File: config.mk
export PLATFORM = sky130hd
export DESIGN_NAME = data_sram
export DESIGN_NICKNAME = d
export VERILOG_FILES = /design/src/logic/accel_pkg.sv /design/src/logic/data_sram.sv
export SDC_FILE = /design/constraint.sdc
export NUM_CORES = 2
export LEC_CHECK = 0
export BUFFER_PORTS_ARGS = -buffer_cell sky130_fd_sc_hd__clkbuf_2
export CORE_MARGIN = 4
export CORE_UTILIZATION = 30
export DETAILED_ROUTE_END_ITERATION = 7
export HOLD_SLACK_MARGIN = 0.02
export PLACE_DENSITY = 0.46
export REMOVE_ABC_BUFFERS = 1
export SETUP_SLACK_MARGIN = 0.3
export SLEW_MARGIN = 10
export SYNTH_ARGS = -nofsm -noshare
export SYNTH_HDL_FRONTEND = slang
export SYNTH_SLANG_ARGS = --single-unit
export TNS_END_PERCENT = 100
File: constraint.sdc
create_clock -name clk -period 4.4 [get_ports clk]
set_clock_uncertainty 0.1 [all_clocks]
set_input_delay 0.22 -clock clk [delete_from_list [all_inputs] [get_ports clk]]
set_output_delay 0.22 -clock clk [all_outputs]
set_load 0.05 [all_outputs]
File: src/logic/accel_pkg.sv
/*
 * Accelerator package
 * Shared matrix size, element width and word types for the 4x4 multiplier.
 */
package accel_pkg;

    // matrix dimension
    localparam int MAT_N = 4;

    // element width in bits
    localparam int DW = 8;

    // memory and bus word, one packed row of four elements
    typedef logic [31:0] word_t;

    // signed matrix element
    typedef logic signed [DW-1:0] elem_t;

    // four 8x8 products fit in 18 bits
    typedef logic signed [17:0] acc_t;

    // row-major C index
    typedef logic [3:0] cidx_t;

endpackage

File: src/logic/data_sram.sv
/*
 * Data memory
 * Single-port word array, read data valid one cycle after the access.
 */
module data_sram #(
    parameter int MEM_AW = 6
) (
    input  logic                 clk,
    input  logic                 en_i,
    input  logic                 we_i,
    input  logic [MEM_AW-1:0]    addr_i,
    input  accel_pkg::word_t     wdata_i,
    output accel_pkg::word_t     rdata_o
);

    accel_pkg::word_t mem [2**MEM_AW];

    always_ff @(posedge clk) begin
        if (en_i) begin
            if (we_i) begin
                mem[addr_i] <= wdata_i;
            end else begin
                rdata_o <= mem[addr_i];
            end
        end
    end

endmodule

# --- Word-level counts from Yosys, hierarchy flattened ---
# Memory sizes are Yosys's and may differ from the RTL's. A register that Yosys moved wholly into a read port is not among the register bits.
# Cells that the tools add are included.
classes:
  mux: 3
  n_bitwise: 1
  reduce_logical: 1
op_table:
  columns: ["operator", "count"]
  rows:
  - ["2-to-1 mux 1 bit", 3]
  - ["AND reduction 2 bit", 1]
  - ["NOT 1 bit", 1]
word_totals:
  register_bits: 0
  ram_bits: 2048
  inputBits: 41
  out_inout_bits: 32
  word_cells: 6
  n_memories: 1
mem_list:
  columns: ["memory", "words", "width", "rd", "rd_clocked_by_memory_dff", "write_ports", "line", "source"]
  rows:
  - ["mem", 64, 32, 1, 1, 1, "data_sram.sv:16", "accel_pkg::word_t mem [2**MEM_AW];"]

# --- Longest topological paths before layout ---
depth:
  depth_word: 3
  mapped_depth: 12
  depth_no_buf: 6

# --- Least setup slack after synthesis ---
# OpenSTA, ideal clock, no wires.
synth_path:
  kind: "input -> register"
  from: "input port addr_i[2]"
  to: "memory mem[15][0] in the netlist's numbering (enable)"
  arrival_ns: 3.172
  t_required_ns: 3.879
  slack_ns: 0.706
  path_stages: 9
  n_path_buf: 6
  cell_sequence: "buf_6 buf_4 buf_4 buf_2 buf_2 clkbuf_1 and3_1 nand2_1 nor2_1"
synth_rtl:
  columns: ["item", "line", "source"]
  rows:
  - ["start, declared", "data_sram.sv:11", "input logic [MEM_AW-1:0] addr_i,"]
  - ["end, declared", "data_sram.sv:16", null]
# Straight into the memory's write port.

==> flow_metrics.env <==
export IMPL_cts_setup_buffers=0
export IMPL_grt_max_degree=120
export IMPL_vias=45194
export IMPL_synth_top_cell_by_area="edfxtp_1"
export IMPL_end_kind="flop"
export IMPL_fmax_mhz=287
export IMPL_drive_gt1_share_pct=17.2
export IMPL_num_rows=187
export IMPL_synth_cells=4436
export IMPL_ys_types=54
export IMPL_finalNetCount=4795
export IMPL_worstPathRequired_ps=4860
export IMPL_cts_root_buf="clkbuf_16"
export IMPL_clock_path_buffers=3
export IMPL_synthToLayoutAreaGrowth_pct=17.8
export IMPL_final_cells=8469
export IMPL_cts_resized=0
export IMPL_path_max_fanout=19
export IMPL_rsz0062_at_grt="false"
export IMPL_fin_setup_tns_ps=0
export IMPL_fin_total_pwr_mw=41.4
export IMPL_synth_seq_cells=2080
export IMPL_ir_drop_v=0.000343
export IMPL_seq_area_frac_synth_pct=79.6
export IMPL_dp_hpwl_um=157000
export IMPL_async_flop_share_pct=0
export IMPL_insertion_delay_ps=850
export IMPL_gp_congestion=0.846
export IMPL_core_area_um2=260000
export IMPL_routedWlPerCell_um=30.7
export IMPL_timing_final_crit_period_ps=3480
export IMPL_cts_tree="yes"
export IMPL_grt_pass1_vias=43652
export IMPL_drc=0
export IMPL_synth_area_leaders="edfxtp_1 80%, a22oi_1 4.6%, mux2i_1 3.1%"
export IMPL_relSlewSlack_pct=16.2
export IMPL_fill_cells=24462
export IMPL_first_pass_iters=5
export IMPL_htree_levels=4
export IMPL_synth_edff_count=2080
export IMPL_grt_overflow_total=0
export IMPL_grt_pass1_wl_um=360000
export IMPL_synth_top_area_share_pct=79.6
export IMPL_start_util_pct=30.2
export IMPL_setup_viol=0
export IMPL_ys_warnings_count=0
export IMPL_synth_cell_area_um2=78500
export IMPL_hp_class="in -> reg"
export IMPL_port_buffers=72
export IMPL_arrival_ps=3950
export IMPL_placed_cells=8007
export IMPL_dieWidth_um=520
export IMPL_antenna_found_initial=42
export IMPL_synthTopCellsByCount="2080 x edfxtp_1, 477 x a22oi_1, 242 x mux2i_1"
export IMPL_numClockSinks=2080
export IMPL_postCtsHoldBufs=27
export IMPL_grt_use_total_pct=18.7
export IMPL_start_kind="input pin"
export IMPL_path_class="in -> reg"
export IMPL_p_leak_nw=28.9
export IMPL_die_area_um2=270000
export IMPL_outcome="complete, no violations"
export IMPL_ys_flop_type="edfxtp_1"
export IMPL_drt_wl_total_um=260000
export IMPL_p_per_area_nw_per_um2=448
export IMPL_tightest_slew_ps=1260
export IMPL_die_h_um=520
export IMPL_drv_slew=0
export IMPL_post_route_period_util_pct=79.2
export IMPL_cts_buffers=214
export IMPL_avgSynthCellArea_um2=17.7
export IMPL_drtIter0Drc=5195
export IMPL_maxCapViolations=0
export IMPL_vias_per_cell=5.34
export IMPL_ant_nets=0
export IMPL_io_pins=73
export IMPL_clk_pin_slew_ps=60
export IMPL_hold_viol=0
export IMPL_synth_most_common_cell="edfxtp_1"
-- report_power, final --
group | switching (mW) | internal (mW) | total (mW)
Combinational | 1.74 | 0.669 | 2.41
Sequential | 0.0434 | 21.9 | 22.0
Clock | 7.55 | 9.51 | 17.1
-- layer usage --
layer  part of all wire, %  vias to the layer above  global-route usage [%]
li1                      -                    19193                       -
met1                    43                    23931                    26.1
met2                    47                     1750                    30.1
met3                   6.7                      314                    2.92
met4                   2.9                        6                    5.46
met5                 0.016                        -                       0
-- stage by stage --
stage	util [%]	hold WS, ps	area [um^2]	worst slack, ps
2_1_floorplan	-	219	77100	-4190
3_3_place_gp	32.9	431	85600	80.9
3_5_place_dp	32.9	433	85600	266
4_1_cts	35.5	25.3	92400	1190
5_1_grt	35.6	66.3	92500	1090
6_report	35.6	51.7	92500	915
-- cells in the final DEF, fill, tap and decap left out, types with 28 or more instances in the layout --
| cell | netlist | routed |
|---|---|---|
| edfxtp_1 | 2080 | 2080 |
| a22oi_1 | 477 | 477 |
| buf_4 | 8 | 276 |
| mux2i_1 | 242 | 242 |
| o22ai_1 | 238 | 238 |
| clkbuf_16 | 0 | 218 |
| a221oi_1 | 166 | 166 |
| nand2_1 | 117 | 116 |
| o21ai_0 | 97 | 96 |
| nor2_1 | 155 | 84 |
| mux2_2 | 72 | 72 |
| nor2_4 | 0 | 70 |
| a21oi_1 | 70 | 70 |
| clkinv_1 | 2 | 66 |
| clkbuf_1 | 201 | 60 |
| clkbuf_2 | 0 | 58 |
| buf_12 | 0 | 56 |
| nor3_1 | 49 | 49 |
| diode_2 | 0 | 44 |
| a31oi_1 | 44 | 44 |
| o22a_1 | 30 | 30 |
| a22o_1 | 29 | 29 |
| or3_1 | 30 | 28 |
-- cells by family after synthesis --
| logic type | share of synthesized area (%) |
|---|---|
| AO/OA/AOI/OAI | 11.8 |
| buffers and inverters | 1.80 |
| flip-flops | 79.6 |
| multiplexers | 4.35 |
| AND/OR/NAND/NOR | 2.44 |
-- cell type report --
| cell class | instances | area, um^2 | share of cell area, % |
|---|---|---|---|
| Sequential cell | 2080 | 62500 | 67.5 |
| Multi-Input combinational cell | 2024 | 15200 | 16.5 |
| Clock buffer | 278 | 5680 | 6.14 |
| Tap cell | 3496 | 4370 | 4.73 |
| Timing Repair Buffer | 431 | 3850 | 4.17 |
| Clock inverter | 113 | 787 | 0.851 |
| Antenna cell | 44 | 110 | 0.119 |
| Inverter | 3 | 13.8 | 0.0149 |
-- registers in the layout, summed over array words and instances, names as in the netlist --
| name | count |
|---|---|
| mem | 2048 |
| rdata_o | 32 |
-- final timing paths --
| kind | from | end | slack [ps] | cells after the start |
|---|---|---|---|---|
| setup / recovery | addr_i[5] | rdata_o[23] | 920 | 8 |
| setup reg to reg | mem[25][1] | rdata_o[1] | 1550 | 6 |
| hold / removal | wdata_i[9] | mem[0][9] | 50 | 1 |
| hold reg to reg | mem[50][29] | rdata_o[29] | 700 | 4 |
-- critical path, cell delays in order --
cell and delay, ps:
clkbuf_2 460, and3b_1 550, nand2_2 470, buf_4 380, o22ai_1 110, nor4_1 830
nand2_1 410, or3_1 450
(Power assumes the default switching activity.)
