$ cat src/logic/accel_pkg.sv
/*
 * Accelerator package
 * Shared matrix size, element width and word types for the 4x4 multiplier.
 */
package accel_pkg;

    // matrix dimension
    localparam int MAT_N = 4;

    // element width in bits
    localparam int DW = 8;

    // memory and bus word, one packed row of four elements
    typedef logic [31:0] word_t;

    // signed matrix element
    typedef logic signed [DW-1:0] elem_t;

    // four 8x8 products fit in 18 bits
    typedef logic signed [17:0] acc_t;

    // row-major C index
    typedef logic [3:0] cidx_t;

endpackage

$ cat src/logic/mem_arbiter.sv
/*
 * Memory arbiter
 * Round-robin access for the host and DMA requesters to one memory port.
 */
module mem_arbiter #(
    parameter int MEM_AW = 6
) (
    input  logic                 clk,
    input  logic                 rst_n,
    input  logic                 h_req_i,
    input  logic                 h_we_i,
    input  logic [MEM_AW-1:0]    h_addr_i,
    input  accel_pkg::word_t     h_wdata_i,
    output logic                 h_gnt_o,
    output logic                 h_rvalid_o,
    output accel_pkg::word_t     h_rdata_o,
    input  logic                 d_req_i,
    input  logic                 d_we_i,
    input  logic [MEM_AW-1:0]    d_addr_i,
    input  accel_pkg::word_t     d_wdata_i,
    output logic                 d_gnt_o,
    output logic                 d_rvalid_o,
    output accel_pkg::word_t     d_rdata_o,
    output logic                 m_en_o,
    output logic                 m_we_o,
    output logic [MEM_AW-1:0]    m_addr_o,
    output accel_pkg::word_t     m_wdata_o,
    input  accel_pkg::word_t     m_rdata_i
);

    // 1 when the DMA side won the last grant
    logic last_d_q;
    logic rd_h_q;
    logic rd_d_q;

    assign h_gnt_o = h_req_i & (~d_req_i | last_d_q);
    assign d_gnt_o = d_req_i & (~h_req_i | ~last_d_q);

    assign m_en_o    = h_gnt_o | d_gnt_o;
    assign m_we_o    = d_gnt_o ? d_we_i    : h_we_i;
    assign m_addr_o  = d_gnt_o ? d_addr_i  : h_addr_i;
    assign m_wdata_o = d_gnt_o ? d_wdata_i : h_wdata_i;

    // read data goes only to the owner of the read in flight
    assign h_rvalid_o = rd_h_q;
    assign d_rvalid_o = rd_d_q;
    assign h_rdata_o  = rd_h_q ? m_rdata_i : '0;
    assign d_rdata_o  = rd_d_q ? m_rdata_i : '0;

    always_ff @(posedge clk) begin
        if (!rst_n) begin
            last_d_q <= 1'b0;
            rd_h_q   <= 1'b0;
            rd_d_q   <= 1'b0;
        end else begin
            if (d_gnt_o) begin
                last_d_q <= 1'b1;
            end else if (h_gnt_o) begin
                last_d_q <= 1'b0;
            end
            rd_h_q <= h_gnt_o & ~h_we_i;
            rd_d_q <= d_gnt_o & ~d_we_i;
        end
    end

endmodule

$ cat config.mk
export PLATFORM = sky130hd
export DESIGN_NAME = mem_arbiter
export DESIGN_NICKNAME = d
export VERILOG_FILES = /design/src/logic/accel_pkg.sv /design/src/logic/mem_arbiter.sv
export SDC_FILE = /design/constraint.sdc
export NUM_CORES = 1
export LEC_CHECK = 0
export BUFFER_PORTS_ARGS = -buffer_cell sky130_fd_sc_hd__clkbuf_2
export CORE_AREA = 2 2 85 87
export DETAILED_ROUTE_END_ITERATION = 10
export DIE_AREA = 0 0 87 89
export GPL_TIMING_DRIVEN = 0
export PLACE_DENSITY = 0.6
export SLEW_MARGIN = 5
export SYNTH_ARGS = -nofsm -noshare
export SYNTH_HDL_FRONTEND = slang
export SYNTH_SLANG_ARGS = --single-unit
$ cat constraint.sdc
create_clock -name clk -period 1.3 [get_ports clk]
set_input_delay 0.13 -clock clk [delete_from_list [all_inputs] [get_ports clk]]
set_output_delay 0.13 -clock clk [all_outputs]
set_load 0.05 [all_outputs]
; ---- Word level (Yosys, flattened, before mapping)
; Cells that the tools add are included.
[totals]
register_bits = 3
out_inout_bits = 108
inputBits = 114
wordCells = 23
[classes]
reduce_logical = 1
bitwise = 12
n_mux = 7
[ops]
columns = cell, n
row1 = $mux W32, 3
row2 = $mux W6, 1
row3 = $not A1 Y1, 5
row4 = $and A1 B1 Y1, 4
row5 = $mux W1, 3
row6 = $or A1 B1 Y1, 3
row7 = $reduce_bool A2 Y1, 1

; ---- Logic depth before layout (Yosys ltp)
[depth]
word_depth = 5
ltp_mapped = 3
depth_no_buf = 2

; ---- Worst setup path after synthesis
; OpenSTA, ideal clock, no wires.
[synth_timing]
kind = register to output
from = reg rd_h_q (netlist: h_rvalid_o)
to = out h_rdata_o[28]
n_path_buf = 1
path_slack_ns = -0.190
t_required_ns = 1.170
stages_incl_launch_ff = 3
arrival_ns = 1.360
path_cell_list = dfxtp_1 > clkbuf_1 > and2_1
[synth_via]
elab_chain_cells = 1
[synth_rtl]
columns = element, line
row1 = start: declaration, mem_arbiter.sv:33  ; logic rd_h_q;
row2 = start signal: assignment, mem_arbiter.sv:61  ; rd_h_q <= h_gnt_o & ~h_we_i;
row3 = $mux W32, mem_arbiter.sv:47  ; assign h_rdata_o = rd_h_q ? m_rdata_i : '0;
row4 = end: declaration, mem_arbiter.sv:16  ; output accel_pkg::word_t h_rdata_o,
; No other way between the ends.

; ---- Worst setup path in the final report
[layout_timing]
from = reg last_d_q
to = out m_addr_o[1]
[layout_via]
elab_chain_cells = 4
[layout_rtl]
columns = element, line
row1 = start: declaration, mem_arbiter.sv:32  ; logic last_d_q;
row2 = start signal: assignment, mem_arbiter.sv:52  ; last_d_q <= 1'b0;
row3 = start signal: assignment, mem_arbiter.sv:57  ; last_d_q <= 1'b1;
row4 = start signal: assignment, mem_arbiter.sv:59  ; last_d_q <= 1'b0;
row5 = $not A1 Y1, mem_arbiter.sv:37  ; assign d_gnt_o = d_req_i & (~h_req_i | ~last_d_q);
row6 = $or A1 B1 Y1, mem_arbiter.sv:37
row7 = $and A1 B1 Y1, mem_arbiter.sv:37
row8 = $mux W6, mem_arbiter.sv:41  ; assign m_addr_o = d_gnt_o ? d_addr_i : h_addr_i;
row9 = end: declaration, mem_arbiter.sv:26  ; output logic [MEM_AW-1:0] m_addr_o,
; No other way between the ends.

==> run metrics <==
run status finished, violations left; failing checks setup timing; DR vias 1829; DIE AREA 7740 um^2; EDFF count, synth 0; Fin Hold WS ~0.17 ns; Synth Area per Inst 8.47 um^2; DRC viols 0; crit-path max FO 5; core box area 6720 um^2; min Tclk post-route 1.65 ns; Fmax 605 MHz; Area contributors post-synth and2_1 39%, mux2_2 39%, dfxtp_1 5.7%, buf_6 4.3%, mux2_4 4.3%; Filler cells 572; nets about 470; count of input and output buffers approximately 220; num rows 30; Final Power about 2.1 mW; Synth top area share 38.7%; Reg2Reg Depth 5; first-pass GRT wire length around 9000 um; TritonCTS Buffers 3; DIE HEIGHT about 90 um; 1st-pass router iterations 4; sequential area share after synthesis under 10%; synth cell count leaders 65 x and2_1, 36 x mux2_2, 6 x clkbuf_1, 4 x buf_6; #FFs+latches synth 3; LEAKAGE 1.99 nW; Routed Wire Length 6390 um; via/cell ratio 4.18; Clock transition at path regs approximately 0.030 ns; Worst Max-Slew Pin Slew 0.283 ns; Die X 87 um; post-synth top area cell and2_1; RSZ-0062 raised after global routing yes; CP required between 1 and 1.5 ns; final worst slack -0.353 ns; hold path depth 2; max cap viols 0; final hold violation count 0; FF/Latch Area 68.8 um^2; vias in the first global route roughly 1900; kind of critical path register to output pin; ANT nets after route 0; syn_nets 238; CP startpoint kind register; final setup violation count 40; hold buffers post-CTS 0; RR Endpoint d_rvalid_o; Final Cycle Share 127%; largest net degree at the start of global routing 11; WHS Endpoint last_d_q; DRT iter0 DRCs 17; HP Class primary input to register; IO Count 222; Mapped Cells ~120; layout cells sized above 1 96.9%; Clock Tree Root clkbuf_8; ANT cells 0; gpl congestion 0.703; footprint of the multi-input gates roughly 1100 um^2; total track usage between 10% and 20%; P&R area growth vs syn 237%; count of cell types in the netlist 13; CP endpoint kind output pin; Arr. time, crit path 1.52 ns; post-placement cell count 425; most frequent cell after synthesis and2_1; Slew Limit Headroom approximately 80%; async set-reset flop share out of synthesis 0%; CTS Buffer Depth 2; synthesized area 1050 um^2; # clock sinks 3; TritonCTS clock tree done; H-Tree Depth 1; synth warn 0; Post-DP HPWL 4580 um; Reg2Reg Setup Slack 0.18 ns; fin cells 438; Clk Latency, worst-skew pair 0.21 ns; min-delay src rst_n; Post-Route Utilization a little over half; worst ir drop on vdd between 300 and 400 uV; Max Slew Vio Count 0; clock skew around 0.00045 ns; initial antenna violation count 0; Starting Density 15.6%; Main synth FF type dfxtp_1; Cell Pwr Density just under 600 nW/um^2; drt wl/cell 14.6 um; grt ovf 0; Reg-to-Reg Start last_d_q
## power breakdown
part           internal [mW]  switching, mW  total [mW]
Combinational          0.821          0.877        1.70
Clock                  0.209         0.0591       0.268
Sequential            0.0963        0.00749       0.104
## how the worst max path moves through the flow
stage,start,end,slack (ns),depth (start not counted)
2_1_floorplan,last_d_q,m_wdata_o[23],-0.07,3
3_3_place_gp,last_d_q,m_wdata_o[1],-0.21,4
3_5_place_dp,last_d_q,m_wdata_o[1],-0.22,4
4_1_cts,last_d_q,m_addr_o[1],-0.38,5
5_1_grt,last_d_q,m_addr_o[1],-0.39,5
6_report,last_d_q,m_addr_o[1],-0.35,5
## state kept, by name (all words and copies together), names as in the netlist
signal      cells
d_rvalid_o      1
h_rvalid_o      1
last_d_q        1
## routing by layer
metal / track usage, % / vias up / part of all wire, %
li1: - / 879 / -
met1: 13.2 / 808 / 31
met5: 0 / - / 0
met4: 4.69 / 0 / 1.7
met2: 31.1 / 136 / 58
met3: 2.77 / 6 / 9.3
## layout make-up
type / count / area share (%)
timing repair buffer: 230 / 58.6
multi-input combinational: 111 / 32.0
buffer: 10 / 3.26
tap: 80 / 2.83
sequential: 3 / 1.95
clock buffer: 4 / 1.27
## kinds of logic after synthesis
logic type / after synthesis / synth area share (%)
buf+inv: 10 / 6.44
compound gates: 2 / 2.50
mux: 39 / 42.9
simple gates: 70 / 42.4
flops: 3 / 5.72
## placed cells by master (no fill, tap or decap)
cell | synthesis | final
a21boi_0 | 1 | 1
a21boi_4 | 1 | 1
and2_1 | 65 | 5
and2_2 | 0 | 60
and3b_1 | 1 | 1
and4b_1 | 1 | 1
buf_12 | 0 | 2
buf_16 | 0 | 1
buf_4 | 0 | 37
buf_6 | 4 | 5
buf_8 | 0 | 23
clkbuf_1 | 6 | 1
clkbuf_16 | 0 | 16
clkbuf_2 | 0 | 120
clkbuf_4 | 0 | 9
clkbuf_8 | 0 | 30
dfxtp_2 | 0 | 1
dfxtp_4 | 0 | 2
mux2_4 | 3 | 39
nand2b_1 | 1 | 1
or2_2 | 1 | 1
or2b_1 | 1 | 1
## worst max-delay path, cell delays in order, from the launching register on
cell and delay (ns):
dfxtp_4 0.34, a21boi_4 0.17, buf_6 0.16, buf_8 0.13
mux2_4 0.32, clkbuf_16 0.18
## repair_timing
item,in CTS,in global routing
pin swaps,1,1
endpoints found under the setup margin,101,99
gates cloned,2,1
setup buffers,5,3
gates resized for setup,227,73
endpoints found under the hold margin,0,0
## per-stage QoR
step | cell area, um^2 | worst slack (ns) | TNS [ns]
2_1_floorplan | 1130 | -0.0686 | -0.549
3_5_place_dp | 2330 | -0.219 | -6.92
5_1_grt | 3530 | -0.393 | -13.63
6_report | 3530 | -0.353 | -12.33
4_1_cts | 3430 | -0.384 | -14.02
3_3_place_gp | 2330 | -0.214 | -6.69
No activity file was read; power rests on OpenSTA's default activity.
