--- src/logic/accel_pkg.sv ---
/*
 * Accelerator package
 * Shared matrix size, element width and word types for the 4x4 multiplier.
 */
package accel_pkg;

    // matrix dimension
    localparam int MAT_N = 4;

    // element width in bits
    localparam int DW = 8;

    // memory and bus word, one packed row of four elements
    typedef logic [31:0] word_t;

    // signed matrix element
    typedef logic signed [DW-1:0] elem_t;

    // four 8x8 products fit in 18 bits
    typedef logic signed [17:0] acc_t;

    // row-major C index
    typedef logic [3:0] cidx_t;

endpackage

--- src/logic/mm_engine.sv ---
/*
 * Multiply engine
 * Operand registers for A and B and a 4x4 accumulator array that
 * takes one k step per cycle.
 */
module mm_engine (
    input  logic                 clk,
    input  logic                 rst_n,
    input  logic                 a_we_i,
    input  logic                 b_we_i,
    input  logic [$clog2(accel_pkg::MAT_N)-1:0] row_i,
    input  accel_pkg::word_t     row_data_i,
    input  logic                 start_i,
    output logic                 done_o,
    input  accel_pkg::cidx_t     c_idx_i,
    output accel_pkg::acc_t      c_data_o
);

    localparam int N  = accel_pkg::MAT_N;
    localparam int KW = $clog2(N);

    accel_pkg::elem_t a_q   [N][N];
    accel_pkg::elem_t b_q   [N][N];
    accel_pkg::acc_t  acc_q [N][N];

    logic          run_q;
    logic [KW-1:0] k_q;

    // element j sits in byte j of the row word
    always_ff @(posedge clk) begin
        for (int j = 0; j < N; j++) begin
            if (a_we_i) begin
                a_q[row_i][j] <= row_data_i[j*accel_pkg::DW +: accel_pkg::DW];
            end
            if (b_we_i) begin
                b_q[row_i][j] <= row_data_i[j*accel_pkg::DW +: accel_pkg::DW];
            end
        end
    end

    always_ff @(posedge clk) begin
        for (int i = 0; i < N; i++) begin
            for (int j = 0; j < N; j++) begin
                if (start_i) begin
                    acc_q[i][j] <= '0;
                end else if (run_q) begin
                    acc_q[i][j] <= acc_q[i][j] + a_q[i][k_q] * b_q[k_q][j];
                end
            end
        end
    end

    // k sweep, done on the last step
    always_ff @(posedge clk) begin
        if (!rst_n) begin
            run_q  <= 1'b0;
            k_q    <= '0;
            done_o <= 1'b0;
        end else begin
            done_o <= 1'b0;
            if (start_i) begin
                run_q <= 1'b1;
                k_q   <= '0;
            end else if (run_q) begin
                k_q <= k_q + 1'b1;
                if (k_q == KW'(N - 1)) begin
                    run_q  <= 1'b0;
                    done_o <= 1'b1;
                end
            end
        end
    end

    assign c_data_o = acc_q[c_idx_i / N][c_idx_i % N];

endmodule

--- config.mk ---
export PLATFORM = sky130hd
export DESIGN_NAME = mm_engine
export DESIGN_NICKNAME = d
export VERILOG_FILES = /design/src/logic/accel_pkg.sv /design/src/logic/mm_engine.sv
export SDC_FILE = /design/constraint.sdc
export NUM_CORES = 2
export LEC_CHECK = 0
export BUFFER_PORTS_ARGS = -buffer_cell sky130_fd_sc_hd__buf_2
export CAP_MARGIN = 20
export CORE_MARGIN = 2
export CORE_UTILIZATION = 40
export CTS_CLUSTER_DIAMETER = 200
export DETAILED_ROUTE_END_ITERATION = 10
export PLACE_DENSITY_LB_ADDON = 0.15
export SLEW_MARGIN = 20
export SYNTH_ARGS = -nofsm -noshare
export SYNTH_HDL_FRONTEND = slang
export SYNTH_SLANG_ARGS = --single-unit
--- constraint.sdc ---
create_clock -name clk -period 13.4 [get_ports clk]
set_input_delay 2.68 -clock clk [delete_from_list [all_inputs] [get_ports clk]]
set_output_delay 2.68 -clock clk [all_outputs]
set_load 0.01 [all_outputs]
# After elaboration in Yosys (flattened, before gate mapping)
# Memories as Yosys holds them, arrays and structs flattened. A register that Yosys moved wholly into a read port is not among the register bits.
# Cells that the tools add are included.
[word_totals] reg_bits=4 wordCells=110 output_inout_bits=19 in_bits=43 mem_count=3 mem_bits_rw=544
[classes] mul=16 n_eq_ne=1 reduce_logical=2 bitwise=20 mux=46 order_cmp=2 add_sub_neg=17
[mem_list] memory="acc_q" depth=4 width=72 rd=5 rd_clocked_by_memory_dff=0 wr=4 line_no="mm_engine.sv:24" text="accel_pkg::acc_t acc_q [N][N];"
[mem_list] memory="a_q" depth=4 width=32 rd=4 rd_clocked_by_memory_dff=0 wr=1 line_no="mm_engine.sv:22" text="accel_pkg::elem_t a_q [N][N];"
[mem_list] memory="b_q" depth=4 width=32 rd=1 rd_clocked_by_memory_dff=1 wr=1 line_no="mm_engine.sv:23" text="accel_pkg::elem_t b_q [N][N];"
[ops] op="18-bit two-way mux" n=18
[ops] op="18-bit by 16-bit adder with 18-bit output" n=16
[ops] op="8-bit by 8-bit multiplier with 16-bit output" n=16
[ops] op="8-bit binary-select mux with 2-bit select" n=4
[ops] op="8-bit two-way mux" n=8
[ops] op="18-bit binary-select mux with 2-bit select" n=1
[ops] op="33-bit by 3-bit greater-or-equal comparator with 1-bit output (second input constant)" n=1
[ops] op="2-bit NOT with 33-bit output" n=1
[ops] op="1-bit OR" n=16
[ops] op="1-bit two-way mux" n=13
[ops] op="2-bit two-way mux" n=2
[ops] op="3-bit greater-or-equal comparator (second input constant)" n=1
[ops] op="2-bit NOT with 3-bit output" n=1
[ops] op="3-bit OR reduction" n=1
[ops] op="2-bit by 1-bit adder with 2-bit output (second input constant)" n=1
[ops] op="2-bit == test (second input constant)" n=1
[ops] op="1-bit NOT" n=2
[ops] op="2-bit OR reduction" n=1

# Depth between registers and ports, before layout
[depth] ltp_word=7 depth_mapped=25 mapped_depth_nobuf=21

# Worst setup path before layout
# No wires, ideal clock.
[synth_path] path_type="input port to output port" startpoint="in c_idx_i[2]" endpoint="out c_data_o[10]" setup_slack_ns=6.708 required_time_ns=10.720 arrival_ns=4.012 stages=4 path_cell_list="buf_6 > buf_4 > mux4_2 > mux4_2"
[synth_via] elab_chain_len=4
[synth_rtl] item="from (decl)" line_no="mm_engine.sv:15" text="input accel_pkg::cidx_t c_idx_i,"
[synth_rtl] item="memory 4 x 72 bit"
[synth_rtl] item="18-bit binary-select mux with 2-bit select" line_no="mm_engine.sv:74" text="assign c_data_o = acc_q[c_idx_i / N][c_idx_i % N];"
[synth_rtl] item="18-bit two-way mux (not written as such) (2 in series)" line_no="mm_engine.sv:74"
[synth_rtl] item="to (decl)" line_no="mm_engine.sv:16" text="output accel_pkg::acc_t c_data_o"
# Every way passes these cells. The select of a mux whose other input is x is not followed.

# Final worst setup path
[layout_path] startpoint="in c_idx_i[2]" endpoint="out c_data_o[6]"
# Same word-level chain as after synthesis.

==> flow_summary_export.csv <==
group,metric,value,unit
yosys,postSynthCellCount,6851,
clock_tree,clkSinkCount,550,
route,dr.pass1.iters,6,
sta,setup_violations,0,
setup_path,cpMostUsedCell,"buf_4",
setup_path,cp_num_buf_inv,3,
floorplan,die_w,433,um
layout,n_fill_cell,17600,
global_routing,grt_max_degree,123,
setup_path,cp_slowest_stage_delay,0.77,ns
floorplan,core_area,183000,sq um
clock_tree,cts_hold_buf,0,
setup_path,path_class,"in -> out",
floorplan,die_area,187000,sq um
route,vias,50000,
yosys,ys_ff_latch,550,
sta,drv_slew,0,
clock_tree,ctsResizeCount,0,
sta,fmaxAchievable,125,MHz
global_routing,antenna_found_initial,48,
clock_tree,cts_tree,"built",
layout,layout-area-overhead-vs-synth,7.94,%
setup_path,cp_data_required_time,10.72,ns
clock_tree,cts_setup_buffers,0,
yosys,synth_edf_count,544,
global_routing,grt_first_pass_wirelength,365000,um
sta,rsz0062_at_grt,"no",
sta,setup_tns,0,ns
yosys,yosys.area.top_type,"fa_1",
sta,worst_pin_slew,1.23,ns
setup_path,endpoint_kind,"primary output",
route,drt_first_iter_violations,3925,
worst_hold_path,hold_class,"reg -> reg",
layout,finalNetCount,8859,
run,max-cap-violations,0,
sta,hold_violations,0,
yosys,yosys_warnings,0,
clock_tree,cts_root_buf,"clkbuf_16",
floorplan,num_rows,157,
setup_path,crit_path_max_fanout,52,
floorplan,start_util,40.2,%
global_routing,grt_pass1_vias,54100,
floorplan,die_y,433,um
sta,fin_crit_sh,59.5,%
clock_tree,numCtsBuffers,78,
yosys,yosysTopAreaCellShare,34.8,%
yosys,avgSynthCellArea,10.7,sq um
setup_path,startpoint_type,"input pin",
sta,fin_crit,7.98,ns
global_routing,grt_use_total,27.4,%
route,drt-total-wl,248000,um
route,wl_per_cell,26.4,um
floorplan,num_io_pins,62,
route,via_per_inst,5.32,
yosys,synth-main-ff-cell,"edfxtp_1",
layout,final_cell_mix,"inv_1 (1420), fa_1 (1280), nor2_1 (840), ha_1 (673), edfxtp_1 (544)",
yosys,seq_area_frac_synth,22.4,%
global_routing,overflow,0,
sta,skew,0.0432,ns
sta,holdWs,0.678,ns
setup_path,slowest_stage,"buf_4",
yosys,ys_types,59,
route,detail-route-antenna-nets,0,
layout,final_common_cell,"inv_1",
clock_tree,cts_buffer_depth,3,
yosys,synth.cell_area,73500,sq um
setup_path,critPathArrivalTime,5.30,ns
setup_path,cp_cell_sequence,"buf_4 > buf_4 > mux4_1 > mux4_2 > buf_2",
clock_tree,clk_latency,0.73,ns
clock_tree,clkTransAtPathRegs,0.06,ns
yosys,synth_area_leaders,"fa_1 (35%), edfxtp_1 (22%), ha_1 (11%)",
placed_design,gp_congestion,0.926,
placed_design,hpwl,185000,um
yosys,ys_async_sr_fraction,0,%
yosys,syn_nets,8847,
outcome,status,"finished clean",
layout,drive_gt1_share,7.51,%
setup_path,cp_top_family,"buffers and inverters",
route,route.detailed.drc,0,
placed_design,port_buffers,61,
clock_tree,htreeDepth,3,
sta,slew_headroom,17.9,%
[worst reg2reg max path, cell delays in order (launching register included)]
cell and delay (ns):
dfxtp_4 0.51, buf_4 0.71, mux2i_1 0.20, nand2_1 0.13, o21a_2 0.83, and2_1 0.70
fa_1 0.56, fa_1 0.50, fa_1 0.56, fa_1 0.41, ha_1 0.29, ha_1 0.35
a211oi_1 0.35, o211a_1 0.33, nor3b_1 0.11, o41ai_1 0.42, mux2i_1 0.15
[flip-flops by register name, summed over array words and instances, names as in the netlist, named ones only]
name,count
k_q,2
a_q,128
done_o,1
run_q,1
acc_q,288
b_q,128
[Yosys cell counts, types with 4 or more instances]
cell and number:
o21bai_1 23, mux4_2 73, o21ai_0 60, o21ai_2 26
xnor2_1 219, nor3b_1 14, nor4_1 18, edfxtp_1 544
and3_1 12, o21a_1 81, o2111ai_1 11, dfxtp_1 6
and2_1 119, nand2b_1 35, ha_1 673, a211oi_1 19
buf_6 8, nor3_1 22, buf_4 16, nor2b_1 16
nand3_1 40, fa_1 1280, nor2_1 841, buf_1 12
mux2_2 60, xor2_1 78, mux4_1 21, o211ai_1 12
o31ai_1 17, mux2i_1 67, o22ai_1 11, clkbuf_1 44
buf_2 162, inv_2 4, a21o_1 69, o21ai_1 19
o21ba_2 8, inv_1 1420, or2_2 10, a21oi_1 175
nand2_1 478
[cells by family (layout without fill, tap and decap cells)]
family                     count (synthesis)  after routing  synth area share, %
DFF                                      550            550                 22.4
buffers and inverters                   1666           1741                 8.94
adders and majority gates               1953           1953                 46.3
and+or+nand+nor                         1614           1614                 9.17
muxes                                    221            221                 4.82
xor gates and xnor gates                 297            297                 3.54
other                                      0              6                    0
AOI/OAI and AO/OA                        550            550                 4.86
[layout make-up]
cell class	count	area (sq um)	share of cell area (%)
clock inverters	44	388	0.489
multi-input cells	4635	50900	64.1
flip-flops and latches	550	16500	20.7
well taps	2464	3080	3.88
diodes	6	15.0	0.0189
inverters	1424	5350	6.73
clock buffers	99	2030	2.56
repair buffers	174	1190	1.50
[layer usage]
| layer | vias to the layer above | part of all wire, % | GRT usage [%] |
|---|---|---|---|
| met2 | 1752 | 48 | 45.4 |
| met4 | 18 | 5.6 | 12.9 |
| met5 | - | 0.050 | 0 |
| met1 | 26300 | 38 | 34.3 |
| met3 | 479 | 8.4 | 5.64 |
| li1 | 21500 | - | - |
[final timing paths]
| path | start | to | slack [ns] | cells after the start |
|---|---|---|---|---|
| worst min register to register | acc_q[0][18] | acc_q[0][18] | 0.68 | 2 |
| worst max register to register | k_q[0] | acc_q[2][69] | 6.04 | 16 |
| worst min-delay path | acc_q[0][18] | acc_q[0][18] | 0.68 | 2 |
| worst max-delay path | c_idx_i[2] | c_data_o[6] | 5.42 | 5 |
[per-stage QoR]
step	instances	utilization, %	worst slack [ns]	instance area (sq um)
3_5_place_dp	9247	42.1	5.39	76900
4_1_cts	9390	43.4	5.40	79400
3_3_place_gp	9246	42.1	5.46	76900
5_1_grt	9390	43.4	5.27	79400
2_1_floorplan	6851	-	6.71	73500
6_report	9396	43.4	5.42	79400
Power is left out: the tool's default activity adds up to more than one toggle a clock period on the data nets, which glitch-free logic cannot reach.
