[config.mk]
export PLATFORM = sky130hd
export DESIGN_NAME = apb_regs
export DESIGN_NICKNAME = d
export VERILOG_FILES = /design/src/logic/accel_pkg.sv /design/src/logic/apb_regs.sv
export SDC_FILE = /design/constraint.sdc
export NUM_CORES = 1
export LEC_CHECK = 0
export ABC_AREA = 1
export BUFFER_PORTS_ARGS = -buffer_cell sky130_fd_sc_hd__buf_2
export CORE_MARGIN = 3
export CORE_UTILIZATION = 35
export CTS_CLUSTER_SIZE = 28
export DETAILED_ROUTE_END_ITERATION = 6
export PLACE_DENSITY = 0.86
export SLEW_MARGIN = 20
export SYNTH_ARGS = -nofsm -noshare
export SYNTH_HDL_FRONTEND = slang
export SYNTH_SLANG_ARGS = --single-unit
[constraint.sdc]
create_clock -name clk -period 2.74 [get_ports clk]
set_input_delay 0.274 -clock clk [delete_from_list [all_inputs] [get_ports clk]]
set_output_delay 0.274 -clock clk [all_outputs]
set_load 0.005 [all_outputs]
[src/logic/accel_pkg.sv]
/*
 * Accelerator package
 * Shared matrix size, element width and word types for the 4x4 multiplier.
 */
package accel_pkg;

    // matrix dimension
    localparam int MAT_N = 4;

    // element width in bits
    localparam int DW = 8;

    // memory and bus word, one packed row of four elements
    typedef logic [31:0] word_t;

    // signed matrix element
    typedef logic signed [DW-1:0] elem_t;

    // four 8x8 products fit in 18 bits
    typedef logic signed [17:0] acc_t;

    // row-major C index
    typedef logic [3:0] cidx_t;

endpackage

[src/logic/apb_regs.sv]
/*
 * APB register slave
 * Decodes control registers and turns memory window accesses into
 * single requester transactions toward the arbiter.
 */
module apb_regs #(
    parameter int MEM_AW = 6
) (
    input  logic                 clk,
    input  logic                 rst_n,
    input  logic                 psel_i,
    input  logic                 penable_i,
    input  logic                 pwrite_i,
    input  logic [11:0]          paddr_i,
    input  accel_pkg::word_t     pwdata_i,
    output logic                 pready_o,
    output accel_pkg::word_t     prdata_o,
    output logic                 pslverr_o,
    output logic                 h_req_o,
    output logic                 h_we_o,
    output logic [MEM_AW-1:0]    h_addr_o,
    output accel_pkg::word_t     h_wdata_o,
    input  logic                 h_gnt_i,
    input  logic                 h_rvalid_i,
    input  accel_pkg::word_t     h_rdata_i,
    output logic                 start_o,
    input  logic                 busy_i,
    input  logic                 done_i,
    output logic [MEM_AW-1:0]    a_base_o,
    output logic [MEM_AW-1:0]    b_base_o,
    output logic [MEM_AW-1:0]    c_base_o
);

    localparam logic [11:0] CTRL_OFF   = 12'h000;
    localparam logic [11:0] STATUS_OFF = 12'h004;
    localparam logic [11:0] A_BASE_OFF = 12'h008;
    localparam logic [11:0] B_BASE_OFF = 12'h00C;
    localparam logic [11:0] C_BASE_OFF = 12'h010;

    logic             acc;
    logic             win;
    logic             win_done;
    logic             reg_hit;
    logic             req_q;
    logic             rd_wait_q;
    logic             done_q;
    accel_pkg::word_t reg_rdata;

    assign acc = psel_i & penable_i;
    // window covers 0x100 to 0x1FC
    assign win = (paddr_i[11:8] == 4'h1);

    always_comb begin
        reg_hit   = 1'b1;
        reg_rdata = '0;
        case (paddr_i)
            CTRL_OFF:   reg_rdata = '0;
            STATUS_OFF: reg_rdata = accel_pkg::word_t'({done_q, busy_i});
            A_BASE_OFF: reg_rdata = accel_pkg::word_t'(a_base_o);
            B_BASE_OFF: reg_rdata = accel_pkg::word_t'(b_base_o);
            C_BASE_OFF: reg_rdata = accel_pkg::word_t'(c_base_o);
            default:    reg_hit = 1'b0;
        endcase
    end

    // writes finish on grant, reads on the returning rvalid
    assign win_done  = pwrite_i ? (req_q & h_gnt_i) : (rd_wait_q & h_rvalid_i);
    assign pready_o  = acc & (win ? win_done : 1'b1);
    assign pslverr_o = acc & ~win & ~reg_hit;
    assign prdata_o  = (pready_o & ~pwrite_i) ? (win ? h_rdata_i : reg_rdata) : '0;

    assign h_req_o   = req_q;
    assign h_we_o    = pwrite_i;
    assign h_addr_o  = paddr_i[MEM_AW+1:2];
    assign h_wdata_o = pwdata_i;

    assign start_o = acc & pwrite_i & (paddr_i == CTRL_OFF) & pwdata_i[0] & ~busy_i;

    always_ff @(posedge clk) begin
        if (!rst_n) begin
            req_q     <= 1'b0;
            rd_wait_q <= 1'b0;
            done_q    <= 1'b0;
            a_base_o  <= '0;
            b_base_o  <= '0;
            c_base_o  <= '0;
        end else begin
            // one request per window access
            if (h_gnt_i) begin
                req_q     <= 1'b0;
                rd_wait_q <= ~h_we_o;
            end else if (acc & win & ~req_q & ~rd_wait_q) begin
                req_q <= 1'b1;
            end
            if (h_rvalid_i) begin
                rd_wait_q <= 1'b0;
            end
            if (acc & pwrite_i) begin
                case (paddr_i)
                    A_BASE_OFF: a_base_o <= pwdata_i[MEM_AW-1:0];
                    B_BASE_OFF: b_base_o <= pwdata_i[MEM_AW-1:0];
                    C_BASE_OFF: c_base_o <= pwdata_i[MEM_AW-1:0];
                    default: ;
                endcase
            end
            // sticky done, cleared by a new start
            if (start_o) begin
                done_q <= 1'b0;
            end else if (done_i) begin
                done_q <= 1'b1;
            end
        end
    end

endmodule

# Yosys cells after proc, flatten, opt, wreduce, memory -nomap -nowiden

Index checks and enable logic that the tools add are counted.

Input port bits: 85
Register bits: 21
Logic and storage cells: 46
Output and inout port bits: 93

Reductions and logical operators: 8
Eq/ne operators: 5
Multiplexer cells: 6
Bitwise gates (word level): 21

Operators by type and width:

| cell                                                              | number |
|---|---|
| 32-bit two-way mux                                                | 2 |
| 12-bit by 4-bit == test with 1-bit output (second input constant) | 2 |
| 6-bit case mux with 4 select lines                                | 1 |
| 1-bit AND                                                         | 14 |
| 12-bit by 3-bit == test with 1-bit output (second input constant) | 1 |
| 12-bit by 5-bit == test with 1-bit output (second input constant) | 1 |
| 12-bit logical NOT                                                | 1 |
| 1-bit inverter                                                    | 7 |
| 2-bit AND reduction                                               | 3 |
| 2-bit OR reduction                                                | 3 |
| 5-bit OR reduction                                                | 1 |
| 4-bit by 1-bit == test with 1-bit output (second input constant)  | 1 |
| 1-bit two-way mux                                                 | 3 |

# Logic depth before layout (Yosys ltp)

Word-level depth: 6
Mapped depth: 11
Mapped depth without buffers: 10

# Worst setup path before layout

OpenSTA, ideal clock, no wires.

Path kind: in2out
From: in paddr_i[8]
To: out prdata_o[0]
Data required time: 2,466 ps
Arrival: 1,122 ps
Cell stages on the path: 8
Buffers on the path: 1
Slack: 1,344 ps
Cell sequence: nor2_2 > nand2_4 > nor2_4 > buf_6 > nand3_1 > nand2_1 > nor2_1 > a21oi_1

Longest elaborated chain between the ends: 5
Elaborated cells between the ends (all ways): 11
Those cells by class: eq/ne: 5; mux: 4; bitwise: 2

Ends and longest elaborated chain:

| what                                                       | line           | source |
|---|---|---|
| start, declared                                            | apb_regs.sv:14 | `input logic [11:0] paddr_i,` |
| branches (longest 4 deep; another with 32-bit two-way mux) | -              |  |
| 32-bit two-way mux (*)                                     | apb_regs.sv:70 | `assign prdata_o = (pready_o & ~pwrite_i) ? (win ? h_rdata_i : reg_rdata) : '0;` |
| end, declared                                              | apb_regs.sv:17 | `output accel_pkg::word_t prdata_o,` |

Every way passes the cells marked *.

# Worst setup path after layout

From: reg rd_wait_q
To: out prdata_o[1]

Longest elaborated chain between the ends: 6

Ends and longest elaborated chain:

| what                   | line           | source |
|---|---|---|
| start, declared        | apb_regs.sv:45 | `logic rd_wait_q;` |
| start signal, assigned | apb_regs.sv:91 | `rd_wait_q <= ~h_we_o;` |
| 1-bit AND              | apb_regs.sv:67 | `assign win_done = pwrite_i ? (req_q & h_gnt_i) : (rd_wait_q & h_rvalid_i);` |
| 1-bit two-way mux      | apb_regs.sv:67 |  |
| 1-bit two-way mux      | apb_regs.sv:68 | `assign pready_o = acc & (win ? win_done : 1'b1);` |
| 1-bit AND              | apb_regs.sv:68 |  |
| 1-bit AND              | apb_regs.sv:70 |  |
| 32-bit two-way mux     | apb_regs.sv:70 |  |

Every way passes these cells.

==> flow_metrics.env <==
export IMPL_wl_per_cell_um=12.0
export IMPL_first_global_vias=1834
export IMPL_clockBufferDepth=2
export IMPL_cts_buffers=3
export IMPL_cts_sinks=21
export IMPL_routed_via_count=2055
export IMPL_rsz0062_at_grt="false"
export IMPL_p_per_area_nw_per_um2=275
export IMPL_swShare=0.263
export IMPL_arrival_ns=1.71
export IMPL_initial_utilization=0.366
export IMPL_critPathCaptureType="output pin"
export IMPL_dpl_instance_area_um2=2240
export IMPL_clockPowerShare=0.323
export IMPL_post_place_ws_ns=0.824
export IMPL_drt_iter0_markers=99
export IMPL_slew_headroom=0.620
export IMPL_crit_fanout=32
export IMPL_final_util=0.441
export IMPL_post_cts_setup_buffers=0
export IMPL_place_inst=452
export IMPL_holdWs_ns=0.202
export IMPL_irDropWorstVdd_v=0.000215
export IMPL_fmax_mhz=505
export IMPL_die_y_um=79.5
export IMPL_hold_viol_final=0
export IMPL_finalCritPeriodShare=0.723
export IMPL_p_int_uw=462
export IMPL_fin_skew_ns=0.00000322
export IMPL_setup_violations=0
export IMPL_drc_errors=0
export IMPL_worst_pin_slew_ns=0.568
export IMPL_wirelength_um=5480
export IMPL_nFillCells=541
export IMPL_layout_common_cells="125 x buf_2, 63 x nor2_1, 58 x nand2_1, 37 x inv_1, 23 x nand3_1"
export IMPL_postSynthCellCount=307
export IMPL_drtAntennaViolNets=0
export IMPL_fin_crit_ns=1.98
export IMPL_grt_ovfl_total=0
export IMPL_p_leak_nw=1.26
export IMPL_core_um2=5170
export IMPL_place_gp_congestion=0.790
export IMPL_io_pin_count=178
export IMPL_cts_tree="done"
export IMPL_fp_row_count=26
export IMPL_fin_area_um2=2280
export IMPL_chipWidth_um=79.5
export IMPL_fin_setup_tns_ns=0
export IMPL_antenna_found_initial=0
export IMPL_synth_seq_cells=21
export IMPL_cts_resized=0
export IMPL_ys_seq_area_frac=0.222
export IMPL_final_common_cell="buf_2"
export IMPL_first_pass_iters=4
export IMPL_status="finished clean"
export IMPL_synth_nets=392
export IMPL_final_nets=472
export IMPL_netlist_cell_type_count=27
export IMPL_antennaDiodeCount=0
export IMPL_crit_type="register to output pin"
export IMPL_clock_root_buffer="clkbuf_8"
export IMPL_hpwl_um=4490
export IMPL_avgSynthCellArea_um2=6.16
export IMPL_startpoint_type="register"
export IMPL_path_clk_slew_ns=0.07
export IMPL_ctsHoldBuffers=0
export IMPL_seq_area_um2=420
export IMPL_finalWorstSetupSlack_ns=0.759
export IMPL_grt_pass1_wl_um=8420
export IMPL_multiInputGateArea_um2=948
export IMPL_hold_class="primary input to register"
export IMPL_vias_per_cell=4.51
export IMPL_dieArea_um2=6320
export IMPL_clock_latency_ns=0.25
export IMPL_instances_no_fill=456
export IMPL_max_cap_violations=0
export IMPL_portBuffers=125
export IMPL_p_seq_frac=0.491
export IMPL_slew_violations=0
export IMPL_worstPathRequired_ns=2.47
export IMPL_yosysWarnings=0
export IMPL_comb_power_share=0.186
export IMPL_layout_drive_gt1_share=0.399
export IMPL_grtUsageTotal=0.165
export IMPL_h_tree_depth=1
export IMPL_p_sw_uw=165
export IMPL_power_uw=627
export IMPL_syn_area_um2=1890
export IMPL_grt_start_max_net_pins=33
export IMPL_syn_to_final_growth_pct=20.7
## power groups by stage
| stage | clock (mW) | combinational, mW | sequential [mW] |
|---|---|---|---|
| finish | 0.202 | 0.117 | 0.308 |
| detailed placement | 0 | 0.117 | 0.315 |
| global route | 0.227 | 0.131 | 0.308 |
| global placement | 0 | 0.115 | 0.315 |
| floorplan | 0 | 0.0921 | 0.315 |
| CTS | 0.209 | 0.118 | 0.308 |
## cell type report
cell class,instances,share of cell area
Inverter,39,0.0647
Timing Repair Buffer,126,0.277
Tap cell,70,0.0384
Clock buffer,4,0.0197
Multi-Input combinational cell,196,0.416
Sequential cell,21,0.184
## cell usage after synthesis
master    instances  share of area
nor3_1            2         0.0053
nor2_4            6          0.036
nor2_8            1          0.011
o21ai_1          10          0.026
inv_2             1         0.0020
o211ai_1          1         0.0040
dfxtp_1          21           0.22
nand2_2           8          0.026
nand2_4           2          0.012
a31oi_4           1          0.011
nand3_2           1         0.0053
clkinv_2          1         0.0026
nand3_1          23          0.061
buf_6             4          0.024
nor4_1            2         0.0066
nand2_1          58           0.12
buf_4            39           0.15
clkbuf_1          3         0.0060
o21ai_0           5          0.013
a21oi_2           2         0.0093
inv_1            37          0.073
nor2_2            1         0.0033
and3b_1           1         0.0046
nor2_1           63           0.13
a21oi_1           8          0.021
nor3_2            1         0.0053
buf_2             5          0.013
## metal layers
layer  vias up  track usage  wire length [um]
li1       1053            -                 -
met1       903        0.198              2300
met2        89        0.299              2730
met3        10       0.0260               389
met4         0       0.0481                58
met5         -            0                 0
## sequential cells by signal, indices dropped and copies added (netlist names)
| register | flops |
|---|---|
| c_base_o | 6 |
| a_base_o | 6 |
| done_q | 1 |
| h_req_o | 1 |
| b_base_o | 6 |
| rd_wait_q | 1 |
## worst max-delay path: stages (launching register included)
cell and delay, ns:
dfxtp_1 0.36, nand3_1 0.15, a31oi_4 0.22, nand2_2 0.35, a21oi_1 0.24, buf_2 0.14
## cells by family after synthesis
kind of cell | Yosys count | share of synthesized area
simple gates | 169 | 0.416
buf+inv | 90 | 0.276
flops | 21 | 0.222
compound gates | 27 | 0.0854
## path summary, 6_finish.rpt
| kind | from | to | slack [ns] | cells past startpoint |
|---|---|---|---|---|
| max | rd_wait_q | prdata_o[1] | 0.76 | 5 |
| min | h_gnt_i | h_req_o | 0.20 | 2 |
| min reg2reg | b_base_o[1] | b_base_o[1] | 0.46 | 2 |
| max reg2reg | rd_wait_q | h_req_o | 1.90 | 3 |
Note: power is estimated with default switching activity, not from simulation.
